### src/logic/rtab_settings.svh
/* Sizes of the replay table and of its default request fields.
   Include it in every file that needs the entry count or a field width */
`ifndef RTAB_SETTINGS_SVH
`define RTAB_SETTINGS_SVH

// Number of table entries
`define RTAB_ENTRIES 4

// Cache-line index width
`define RTAB_NLINE_WIDTH 8

// Word offset inside a line
`define RTAB_OFFSET_WIDTH 4

// Request identifier width
`define RTAB_ID_WIDTH 4

`endif

### src/logic/rtab_pkg.sv
/* Types shared by the replay table modules.
   Refer to them by scoped names from the RTL and the testbench */
`include "rtab_settings.svh"

package rtab_pkg;

    // Index of one table entry
    typedef logic [$clog2(`RTAB_ENTRIES)-1:0] rtab_ptr_t;

    typedef logic [`RTAB_NLINE_WIDTH-1:0] rtab_nline_t;

    // Default payload, any payload with an nline field works
    typedef struct packed {
        rtab_nline_t                   nline;
        logic [`RTAB_OFFSET_WIDTH-1:0] offset;
        logic [`RTAB_ID_WIDTH-1:0]     id;
    } rtab_req_t;

    // Reasons why a request cannot replay yet
    typedef struct packed {
        logic mshr_hit;
        logic mshr_not_ready;
    } rtab_deps_t;

    typedef struct packed {
        logic      valid;
        logic      head;
        logic      tail;
        logic      ready;
        logic      line_hit;
        rtab_ptr_t next;
    } rtab_status_t;

endpackage

### src/logic/rtab_alloc.sv
/* Allocation side of the replay table. Picks the lowest free entry,
   reports line hits against the checked line and marks the tail to link */
`include "rtab_settings.svh"

module rtab_alloc (
    input  logic                                     clk_i,
    input  logic                                     rst_ni,
    input  logic                                     alloc_i,
    input  logic                                     alloc_link_i,
    input  rtab_pkg::rtab_status_t [`RTAB_ENTRIES-1:0] status_i,
    output logic [`RTAB_ENTRIES-1:0]                 alloc_bv_o,
    output logic                                     alloc_head_o,
    output logic [`RTAB_ENTRIES-1:0]                 link_bv_o,
    output rtab_pkg::rtab_ptr_t                      alloc_ptr_o,
    output logic                                     check_hit_o,
    output logic                                     full_o,
    output logic                                     empty_o
);
    localparam int N = `RTAB_ENTRIES;

    logic [N-1:0] valid;
    logic [N-1:0] tail_hit;
    logic [N-1:0] free_bv;

    always_comb begin : status_split
        for (int i = 0; i < N; i++) begin
            valid[i]    = status_i[i].valid;
            tail_hit[i] = status_i[i].line_hit & status_i[i].tail;
        end
    end

    // Scan downwards so that the lowest free entry is the one left
    always_comb begin : free_scan
        free_bv     = '0;
        alloc_ptr_o = '0;
        for (int i = N - 1; i >= 0; i--) begin
            if (!valid[i]) begin
                free_bv     = '0;
                free_bv[i]  = 1'b1;
                alloc_ptr_o = rtab_pkg::rtab_ptr_t'(i);
            end
        end
    end

    assign alloc_bv_o   = free_bv & {N{alloc_i | alloc_link_i}};
    assign alloc_head_o = alloc_i;
    assign link_bv_o    = tail_hit & {N{alloc_link_i}};

    assign check_hit_o = |tail_hit;
    assign full_o      = &valid;
    assign empty_o     = ~|valid;

    // Lists never share a line, so only one tail can match
    assert property (@(posedge clk_i) disable iff (!rst_ni) $onehot0(tail_hit))
        else $error("rtab_alloc: several tails hit the checked line");
    assert property (@(posedge clk_i) disable iff (!rst_ni) alloc_link_i |-> check_hit_o)
        else $error("rtab_alloc: link without a check hit");
    assert property (@(posedge clk_i) disable iff (!rst_ni)
        (alloc_i || alloc_link_i) |-> !full_o)
        else $error("rtab_alloc: allocation while full");
    assert property (@(posedge clk_i) disable iff (!rst_ni) !(alloc_i && alloc_link_i))
        else $error("rtab_alloc: two allocations in one cycle");

endmodule

### config.mk
export PLATFORM = sky130hd
export DESIGN_NAME = rtab_alloc
export DESIGN_NICKNAME = d
export VERILOG_FILES = /design/src/logic/rtab_pkg.sv /design/src/logic/rtab_alloc.sv
export VERILOG_INCLUDE_DIRS = /design/src /design/src/logic
export SDC_FILE = /design/constraint.sdc
export NUM_CORES = 1
export LEC_CHECK = 0
export BUFFER_PORTS_ARGS = -buffer_cell sky130_fd_sc_hd__buf_2
export CORE_AREA = 5 5 42 44
export DETAILED_ROUTE_END_ITERATION = 7
export DIE_AREA = 0 0 47 49
export PLACE_DENSITY = 0.55
export SLEW_MARGIN = 30
export SYNTH_ARGS = -nofsm -noshare
export SYNTH_HDL_FRONTEND = slang
export SYNTH_SLANG_ARGS = --single-unit
### constraint.sdc
create_clock -name vclk -period 0.8
set_clock_uncertainty 0.15 [all_clocks]
set_input_delay 0.2 -clock vclk [all_inputs]
set_output_delay 0.2 -clock vclk [all_outputs]
set_load 0.05 [all_outputs]
Word-level counts from Yosys, hierarchy flattened --
Index checks and enable logic that the tools add are counted.
Word-level totals: bits in registers 0, output and inout port bits 14, input port bits 32
Operators by class: mux-type cells 8, reduce and logical (&&, ||, !) cells 4, bitwise logic cells 7
Operators by type and width (number):
- two-way mux 4 bit | 4
- bitwise AND 4 bit | 2
- two-way mux 2 bit | 4
- OR reduction 4 bit | 2
- bitwise AND 1 bit | 4
- AND reduction 4 bit | 1
- zero test 1 bit | 1
- bitwise OR 1 bit | 1

Longest topological paths before layout --
depth after elaboration 5, mapped depth 2, gate-level depth less buffers 2

Least setup slack after synthesis --
Ideal clock, no wire load.
path kind input -> output, start point input port status_i[13] (netlist name), end point output port empty_o, stages 1, arrival time 1.755 ns, required time 0.450 ns, path slack -1.305 ns, cells stage by stage nor4_1
On the way: word-level cells in the longest chain between the ends 2
Ends and longest elaborated chain:
- start, declared | line rtab_alloc.sv:10 | input rtab_pkg::rtab_status_t [`RTAB_ENTRIES-1:0] status_i,
- OR reduction 4 bit | line rtab_alloc.sv:51 | assign empty_o = ~|valid;
- zero test 1 bit | line rtab_alloc.sv:51
- end, declared | line rtab_alloc.sv:17 | output logic empty_o
No other way between the ends.

Worst setup path in the final report --
Ends and elaborated chain as after synthesis.

==> results.py <==
metrics = {
    "sta": {
        "setup_violations": 13,
        "timing.final.crit_period_ns": 1.18,
        "drv_slew": 0,
        "worstMarginPinSlew_ns": 0.267,
        "tns_ns": -3.77,
        "maxClockFrequency_mhz": 846,
        "slew_headroom_pct": 82.2,
        "finalHoldViolCount": 0,
        "timing.final.ws_setup_ns": -0.381,
        "timing.final.crit_share_pct": 148,
        "grt_setup_unrepaired": "true",
        "fin_hold_ws_ns": 0.476,
    },
    "place": {
        "gp_congestion": 0.652,
        "hpwl_um": 675,
        "port_buffers": 28,
        "pre_cts_ws_ns": -0.497,
        "placed_area_um2": 493,
        "place_inst": 70,
    },
    "yosys": {
        "synth-seq-area-share_pct": 0,
        "syn_nets": 52,
        "yosysUniqueCellTypes": 13,
        "yosysWarnings": 0,
        "yosysTopAreaCellShare_pct": 18.9,
        "synth_top_area_cell": "and3_1",
        "syn_area_per_cell_um2": 6.63,
        "synth_area_leaders": "and3_1 (19%), nor3_2 (15%), a22oi_1 (11%)",
        "syn-cell-area_um2": 133,
        "syn_inst": 20,
        "ys_top_cells_by_count": "and3_1 (4), a22oi_1 (2), nand2_1 (2), nor2_1 (2), nor3_2 (2)",
        "yosysMostFrequentCell": "and3_1",
    },
    "status": {
        "outcome": "finished with violations",
        "violations": "negative setup slack",
    },
    "layout": {
        "nets": 88,
        "n_clock_buffer": 0,
        "post-route-util_pct": 50.2,
        "final-seq-area_um2": 0,
        "fin_cells": 70,
        "stdcell_area_um2": 703,
        "syn_to_final_growth_pct": 430,
        "num_antenna_cells": 0,
        "drive_gt1_share_pct": 100,
        "nFlopsAndLatches": 0,
    },
    "flow_run": {
        "drv_cap": 0,
    },
    "global_routing": {
        "grt_pass1_vias": 355,
        "antenna_found_initial": 0,
        "grt_max_degree": 6,
        "gr-usage-all-layers_pct": 9.99,
        "overflow": 0,
        "grt_pass1_wl_mm": 1.71,
    },
    "critical_path": {
        "crit_path_end_kind": "output pin",
        "cp.required_ns": 0.45,
        "cp_max_fo": 4,
        "crit_type": "primary input to output pin",
        "crit_arrival_ns": 0.83,
        "worst_setup_path_start_kind": "primary input",
    },
    "route": {
        "avgViaCountPerCell": 4.27,
        "dr.pass1.iters": 4,
        "drc": 0,
        "final_antenna_net_count": 0,
        "vias": 299,
        "drt-initial-drc-count": 2,
        "wl_mm": 1.03,
        "wl_per_cell_um": 14.7,
    },
    "floorplan": {
        "dieArea_mm2": 0.00230,
        "fp-row-count": 14,
        "die_w_um": 47,
        "initial_core_util_pct": 9.46,
        "core_area_mm2": 0.00140,
        "ioPinCount": 46,
        "die_y_um": 49,
    },
    "power_and_ir_drop": {
        "irDropWorstVdd_uv": 294,
        "powerDensity_mw_per_mm2": 677,
        "p_total_mw": 0.476,
        "power.leakage_nw": 0.305,
    },
    "clocking": {
        "postCtsSetupBuffers": 0,
    },
    "worst_hold_path": {
        "hold_class": "primary input to output pin",
    },
}
[final timing paths]
path	to	cells past startpoint	slack [ns]	start
min	alloc_head_o	2	0.48	alloc_i
max	empty_o	3	-0.38	status_i[13]
[final cells by class]
class / instances / area, µm²
timing repair buffer: 35 / 415
tap: 16 / 20.0
multi-input combinational: 19 / 268
fill: 127 / 698
[per-layer routing]
metal  vias up  GRT usage [%]  part of all wire [%]
met5         -              0                     0
met4         0              0                     0
met3         0           2.21                   8.3
met2        16           20.1                    66
met1       140           10.3                    26
li1        143              -                     -
[placed cells by master (no fill, tap or decap)]
master / count
a22oi_2: 2
buf_4: 2
nor3b_4: 1
buf_8: 5
and3_4: 4
nand2_4: 2
nor4_4: 1
nand2b_4: 1
buf_12: 4
buf_6: 20
a21boi_4: 1
nor2_4: 3
nand2_8: 1
nor3_4: 2
a21oi_4: 1
buf_2: 4
[timing repair]
| item | 4_1_cts | 5_1_grt |
|---|---|---|
| gates resized for setup | 55 | 3 |
| hold buffers | 0 | 0 |
| cloned | 0 | 0 |
| pin swaps | 12 | 7 |
| endpoints found under the setup margin | 14 | 13 |
[cell families (layout without fill, tap and decap cells)]
logic type | after synthesis | count (layout) | synth area share [%]
buffers and inverters | 1 | 35 | 5.66
AND/OR/NAND/NOR | 15 | 15 | 73.6
AO/OA/AOI/OAI | 4 | 4 | 20.7
[critical path, stage by stage]
cell,delay (ns)
buf_12,0.12
nor4_4,0.30
buf_6,0.20
[report_power, final]
group | internal (mW) | switching [mW] | total [mW] | leakage [nW]
Clock | 0 | 0 | 0 | 0
Combinational | 0.232 | 0.244 | 0.476 | 0.305
Sequential | 0 | 0 | 0 | 0
No activity file was read; power rests on OpenSTA's default activity.
