**config.mk**
```make
export PLATFORM = sky130hd
export DESIGN_NAME = rtab_entry
export DESIGN_NICKNAME = d
export VERILOG_FILES = /design/src/logic/rtab_pkg.sv /design/src/logic/rtab_entry.sv
export VERILOG_INCLUDE_DIRS = /design/src /design/src/logic
export SDC_FILE = /design/constraint.sdc
export NUM_CORES = 1
export LEC_CHECK = 0
export BUFFER_PORTS_ARGS = -buffer_cell sky130_fd_sc_hd__clkbuf_2
export CAP_MARGIN = 40
export CORE_MARGIN = 1.5
export CORE_UTILIZATION = 35
export DETAILED_ROUTE_END_ITERATION = 8
export PLACE_DENSITY_LB_ADDON = 0.15
export SLEW_MARGIN = 40
export SYNTH_ARGS = -nofsm -noshare
export SYNTH_HDL_FRONTEND = slang
export SYNTH_SLANG_ARGS = --single-unit
```
**constraint.sdc**
```tcl
create_clock -name clk_i -period 1.3 [get_ports clk_i]
set_input_delay 0.065 -clock clk_i [delete_from_list [all_inputs] [get_ports clk_i]]
set_output_delay 0.065 -clock clk_i [all_outputs]
set_load 0.01 [all_outputs]
```
**src/logic/rtab_settings.svh**
```systemverilog
/* Sizes of the replay table and of its default request fields.
   Include it in every file that needs the entry count or a field width */
`ifndef RTAB_SETTINGS_SVH
`define RTAB_SETTINGS_SVH

// Number of table entries
`define RTAB_ENTRIES 4

// Cache-line index width
`define RTAB_NLINE_WIDTH 8

// Word offset inside a line
`define RTAB_OFFSET_WIDTH 4

// Request identifier width
`define RTAB_ID_WIDTH 4

`endif

```
**src/logic/rtab_pkg.sv**
```systemverilog
/* Types shared by the replay table modules.
   Refer to them by scoped names from the RTL and the testbench */
`include "rtab_settings.svh"

package rtab_pkg;

    // Index of one table entry
    typedef logic [$clog2(`RTAB_ENTRIES)-1:0] rtab_ptr_t;

    typedef logic [`RTAB_NLINE_WIDTH-1:0] rtab_nline_t;

    // Default payload, any payload with an nline field works
    typedef struct packed {
        rtab_nline_t                   nline;
        logic [`RTAB_OFFSET_WIDTH-1:0] offset;
        logic [`RTAB_ID_WIDTH-1:0]     id;
    } rtab_req_t;

    // Reasons why a request cannot replay yet
    typedef struct packed {
        logic mshr_hit;
        logic mshr_not_ready;
    } rtab_deps_t;

    typedef struct packed {
        logic      valid;
        logic      head;
        logic      tail;
        logic      ready;
        logic      line_hit;
        rtab_ptr_t next;
    } rtab_status_t;

endpackage

```
**src/logic/rtab_entry.sv**
```systemverilog
/* One slot of the replay table. Holds a waiting request with its list
   links and dependency flags, and reports its status to the allocator
   and to the pop scheduler. IDX is the slot's own index */
module rtab_entry #(
    parameter int unsigned IDX   = 0,
    parameter type         req_t = rtab_pkg::rtab_req_t
) (
    input  logic                   clk_i,
    input  logic                   rst_ni,
    input  rtab_pkg::rtab_nline_t  check_nline_i,
    input  logic                   alloc_i,
    input  logic                   alloc_head_i,
    input  req_t                   alloc_req_i,
    input  rtab_pkg::rtab_deps_t   alloc_deps_i,
    input  logic                   link_i,
    input  rtab_pkg::rtab_ptr_t    alloc_ptr_i,
    input  logic                   try_i,
    input  logic                   pop_commit_i,
    input  rtab_pkg::rtab_ptr_t    pop_commit_ptr_i,
    input  logic                   pop_rback_i,
    input  rtab_pkg::rtab_ptr_t    pop_rback_ptr_i,
    input  rtab_pkg::rtab_deps_t   pop_rback_deps_i,
    input  logic                   refill_i,
    input  rtab_pkg::rtab_nline_t  refill_nline_i,
    input  logic                   miss_ready_i,
    output rtab_pkg::rtab_status_t status_o,
    output req_t                   req_o
);
    logic                 valid_q;
    logic                 head_q;
    logic                 tail_q;
    rtab_pkg::rtab_ptr_t  next_q;
    rtab_pkg::rtab_deps_t deps_q;
    rtab_pkg::rtab_deps_t deps_clr;
    rtab_pkg::rtab_deps_t deps_set;
    req_t                 req_q;
    logic                 commit_hit;
    logic                 rback_hit;
    logic                 refill_hit;

    assign commit_hit = pop_commit_i && (pop_commit_ptr_i == rtab_pkg::rtab_ptr_t'(IDX));
    assign rback_hit  = pop_rback_i && (pop_rback_ptr_i == rtab_pkg::rtab_ptr_t'(IDX));

    // A refill of our own line resolves the pending miss
    assign refill_hit              = refill_i && (req_q.nline == refill_nline_i);
    assign deps_clr.mshr_hit       = refill_hit;
    assign deps_clr.mshr_not_ready = miss_ready_i;
    assign deps_set                = rback_hit ? pop_rback_deps_i : '0;

    always_ff @(posedge clk_i or negedge rst_ni) begin
        if (!rst_ni) begin
            valid_q <= 1'b0;
            head_q  <= 1'b0;
            tail_q  <= 1'b0;
            next_q  <= '0;
            deps_q  <= '0;
        end else begin
            if (alloc_i) begin
                // New entries always go at the end of a list
                valid_q <= 1'b1;
                head_q  <= alloc_head_i;
                tail_q  <= 1'b1;
                deps_q  <= alloc_deps_i;
            end else begin
                if (commit_hit) begin
                    valid_q <= 1'b0;
                end
                // Hidden from the arbiter while the try is in flight
                if (try_i) begin
                    head_q <= 1'b0;
                end else if (rback_hit) begin
                    head_q <= 1'b1;
                end
                if (link_i) begin
                    tail_q <= 1'b0;
                end
                deps_q <= (deps_q & ~deps_clr) | deps_set;
            end
            if (link_i) begin
                next_q <= alloc_ptr_i;
            end
        end
    end

    always_ff @(posedge clk_i) begin
        if (alloc_i) begin
            req_q <= alloc_req_i;
        end
    end

    assign status_o.valid    = valid_q;
    assign status_o.head     = head_q;
    assign status_o.tail     = tail_q;
    assign status_o.ready    = valid_q & head_q & ~|deps_q;
    assign status_o.line_hit = valid_q & (req_q.nline == check_nline_i);
    assign status_o.next     = next_q;
    assign req_o             = req_q;

    assert property (@(posedge clk_i) disable iff (!rst_ni)
        (commit_hit || rback_hit) |-> valid_q)
        else $error("rtab_entry %0d: commit or rollback of an invalid entry", IDX);

endmodule

```
; Word-level counts from Yosys, hierarchy flattened
; Cells that the tools add are included.
; W data, S select, Z words.
[totals]
word_cells = 36
register_bits = 23
inputBits = 52
output_inout_bits = 23
[op_classes]
mux = 9
n_reduce_logical = 10
n_bitwise = 6
eq_ne = 2
[ops]
columns = cell, n
row1 = $eq A8 B8 Y1, 2
row2 = $mux W1, 7
row3 = $logic_not A2 Y1, 2
row4 = $mux W2, 2
row5 = $reduce_bool A2 Y1, 2
row6 = $and A1 B1 Y1, 3
row7 = $logic_and A1 B1 Y1, 3
row8 = $reduce_bool A3 Y1, 1
row9 = $and A2 B2 Y2, 1
row10 = $not A2 Y2, 1
row11 = $or A2 B2 Y2, 1
row12 = $reduce_or A2 Y1, 1
row13 = $logic_not A1 Y1, 1

; Longest topological paths before layout
[depth]
word_depth = 6
mapped_depth = 4
ltp_nobuf = 4

; Least setup slack after synthesis
; OpenSTA, ideal clock, no wires.
[synth_path]
kind = flip-flop to output port
start = register req_q, in the netlist req_o[13]
end = output status_o[2] in the netlist's numbering
slack_ns = 0.005
stages_incl_launch_ff = 5
t_arrival_ns = 1.230
t_required_ns = 1.235
path_buffers = 0
path_cell_list = edfxtp_1 xor2_1 nor4_1 nand3_1 nor4_2
[synth_rtl]
columns = item, line_no
row1 = from (decl), rtab_entry.sv:36  ; req_t req_q;
row2 = from (signal assigned), rtab_entry.sv:87  ; req_q <= alloc_req_i;
row3 = to (decl), rtab_entry.sv:26  ; output rtab_pkg::rtab_status_t status_o,

==> results.py <==
metrics = {
    "sta": {
        "timing.final.crit_share_pct": 129,
        "report.final.hold_viol_count": 0,
        "finalMaxSlewViolations": 0,
        "finalCriticalPeriod_ns": 1.68,
        "tightest_slew_ns": 0.522,
        "rsz0062_at_grt": "yes",
        "slew_headroom_pct": 65.2,
        "setup_viol_count_final": 1,
        "tns_ns": -0.375,
        "fin_skew_ns": 0.000699,
        "max_freq_ghz": 0.597,
        "setup_ws_ns": -0.375,
    },
    "yosys": {
        "synth_top_area_share_pct": 49.0,
        "synth_top_area_cell": "edfxtp_1",
        "netlist_top_cells_area": "edfxtp_1 (49%), dfrtp_1 (18%), xnor2_1 (8.0%), xor2_1 (6.3%), buf_4 (2.3%)",
        "netlist_area_um2": 981,
        "syn_nets": 121,
        "ys_seq_area_share_pct": 66.8,
        "avgSynthCellArea_um2": 14.2,
        "synth_warnings": 0,
        "synth-seq-cells": 23,
        "yosysUniqueCellTypes": 20,
        "syn_inst": 69,
    },
    "clock_tree": {
        "htreeDepth": 1,
        "cts_buffer_depth": 2,
        "cts-buffers-inserted": 3,
        "root_buffer": "clkbuf_4",
        "clk_pin_slew_ns": 0.12,
        "clk-insertion-delay-late_ns": 0.30,
        "tritoncts": "yes",
        "cts_sinks": 23,
    },
    "worst_setup_path": {
        "reg2reg_from": "req_o[9]",
        "arrival_ns": 1.61,
        "reg2reg_depth": 5,
        "end_kind": "primary output",
        "r2r-end": "deps_q[1]",
        "worst_setup_path_start_kind": "flop",
        "required_ns": 1.24,
        "rrSetupSlack_ns": 0.05,
        "crit_type": "reg -> out",
        "cp_max_fo": 2,
    },
    "final_layout": {
        "seq_area_um2": 656,
        "post-route-util_pct": 63.7,
        "fin_area_um2": 1730,
        "drive_gt1_share_pct": 54.3,
        "area_growth_pct": 76.0,
        "finalNetCount": 226,
        "nFillCells": 244,
        "n_antenna_cell": 0,
        "final_cells": 204,
        "multi_input_area_um2": 353,
    },
    "power_and_ir_drop": {
        "p_int_mw": 1.19,
        "p_comb_share_pct": 23.7,
        "p_leak_nw": 0.820,
        "p_sw_share_pct": 24.7,
        "powerDensity_nw_per_um2": 914,
        "peakVddDrop_v": 0.000802,
        "clkPwrFrac_pct": 20.4,
        "power.switching_mw": 0.389,
        "p_seq_share_pct": 56.0,
    },
    "floorplanning": {
        "die_height_um": 55.9,
        "die_area_um2": 3130,
        "start_util_pct": 36.2,
        "io_pins": 75,
        "die_w_um": 55.9,
        "rows": 19,
        "coreArea_um2": 2710,
    },
    "hold_path": {
        "hold_end": "valid_q",
        "hp-class": "in -> reg",
        "holdPathStages": 3,
        "hp-start": "pop_commit_i",
    },
    "routing": {
        "vias": 903,
        "drc": 0,
        "routedWlPerCell_um": 11.6,
        "wl_mm": 2.36,
        "dr.pass1.iters": 2,
        "route.detailed.vias_per_inst": 4.43,
        "drt_iter0_markers": 16,
        "ant_nets": 0,
    },
    "global_route": {
        "grt_antenna_before_repair": 0,
        "grt_use_total_pct": 15.8,
        "grt_max_degree": 25,
        "grt_pass1_vias": 957,
        "grt.overflow.total": 0,
        "grt_pass1_wl_mm": 3.91,
    },
    "placed_design": {
        "dp_slack_ns": -0.106,
        "placed_cells": 175,
        "io_buffers": 74,
        "dp_hpwl_mm": 1.72,
        "dpl-instance-area_um2": 1400,
        "gp_congestion": 0.714,
    },
    "outcome": {
        "violations": "setup timing",
        "outcome": "complete, but fails checks",
    },
    "run": {
        "cap_violations": 0,
    },
}
==> metal layers <==
| layer | global-route usage, % | routed length (um) | vias up | share of wire [%] |
|---|---|---|---|---|
| met3 | 3.02 | 172 | 4 | 7.3 |
| met1 | 18.9 | 942 | 402 | 40 |
| met5 | 0 | 0 | - | 0 |
| li1 | - | - | 451 | - |
| met4 | 5.10 | 35 | 0 | 1.5 |
| met2 | 28.6 | 1210 | 46 | 51 |
==> how the worst max path moves through the flow <==
stage	from	to	depth (start not counted)
after floorplan	req_o[13]	status_o[2]	4
after global placement	req_o[13]	status_o[2]	5
after detailed placement	req_o[13]	status_o[2]	5
after CTS	req_o[12]	status_o[2]	5
after global routing	req_o[12]	status_o[2]	5
final	req_o[12]	status_o[2]	5
==> cells by family (layout without fill, tap and decap cells) <==
kind of cell              count (synthesis)  after routing  share of synthesized area [%]
and+or+nand+nor                          16             16                           8.80
xor gates and xnor gates                 16             16                           14.3
buffers and inverters                     4            108                           2.68
muxes                                     2              2                           2.30
AOI/OAI and AO/OA                         8              8                           5.10
DFF                                      23             23                           66.8
==> state kept, by name, indices dropped and copies added (netlist names) <==
signal	count
head_q	1
next_q	2
deps_q	2
tail_q	1
valid_q	1
req_o	16
==> per-stage QoR <==
step | hold slack (ns) | power, mW
after floorplan | -0.231 | 1.02
after global placement | -0.0887 | 1.18
after detailed placement | -0.0878 | 1.18
after CTS | 0.000693 | 1.57
after global routing | 0.0221 | 1.65
final | 0.0209 | 1.58
==> area by class of cell <==
type / count / area share, %
inverter: 1 / 0.217
timing repair buffer: 103 / 37.6
multi-input combinational: 42 / 20.4
sequential: 23 / 38.0
tap: 31 / 2.25
clock buffer: 4 / 1.52
==> cells in the final DEF (no fill, tap or decap), types with 2 or more instances in the layout <==
cell type / instances
edfxtp_1: 16
dlygate4sd3_1: 23
nor2b_1: 2
clkbuf_4: 3
mux2_2: 2
xnor2_1: 4
dfrtp_1: 7
xnor2_2: 5
clkbuf_2: 73
nor4_2: 2
a21o_1: 2
xor2_1: 7
buf_4: 5
a21oi_1: 3
nand2_1: 5
nor2_1: 2
==> synthesized netlist by cell type, drive strengths merged <==
| cell | instances |
|---|---|
| nand4 | 1 |
| xor2 | 7 |
| buf | 3 |
| nor2 | 2 |
| inv | 1 |
| a21oi | 3 |
| mux2 | 2 |
| nor3b | 1 |
| nor4 | 2 |
| edfxtp | 16 |
| a21o | 2 |
| nand3 | 2 |
| nor2b | 2 |
| o31ai | 2 |
| nand2 | 5 |
| xnor2 | 9 |
| o21ai | 1 |
| nor3 | 1 |
| dfrtp | 7 |
==> worst max-delay path, cell delays in order, from the launching register on <==
cell and delay, ns:
edfxtp_1 0.43, xor2_1 0.17, nor4_2 0.29, nand3_1 0.14, nor4_2 0.13, buf_2 0.16
==> power groups by stage <==
| stage | logic (mW) | clock network (mW) | registers, mW |
|---|---|---|---|
| 2_1_floorplan | 0.0936 | 0 | 0.923 |
| 3_3_place_gp | 0.280 | 0 | 0.897 |
| 3_5_place_dp | 0.284 | 0 | 0.900 |
| 4_1_cts | 0.348 | 0.337 | 0.883 |
| 5_1_grt | 0.409 | 0.346 | 0.893 |
| 6_report | 0.373 | 0.321 | 0.883 |
==> timing repair <==
item / 4_1_cts / 5_1_grt
setup endpoints to repair: 2 / 3
cloned: 0 / 0
gates resized for setup: 2 / 8
hold buffers: 22 / 2
setup buffers: 1 / 1
pin swaps: 4 / 5
endpoints found under the hold margin: 27 / 2
Power figures use the tool's default switching activity.
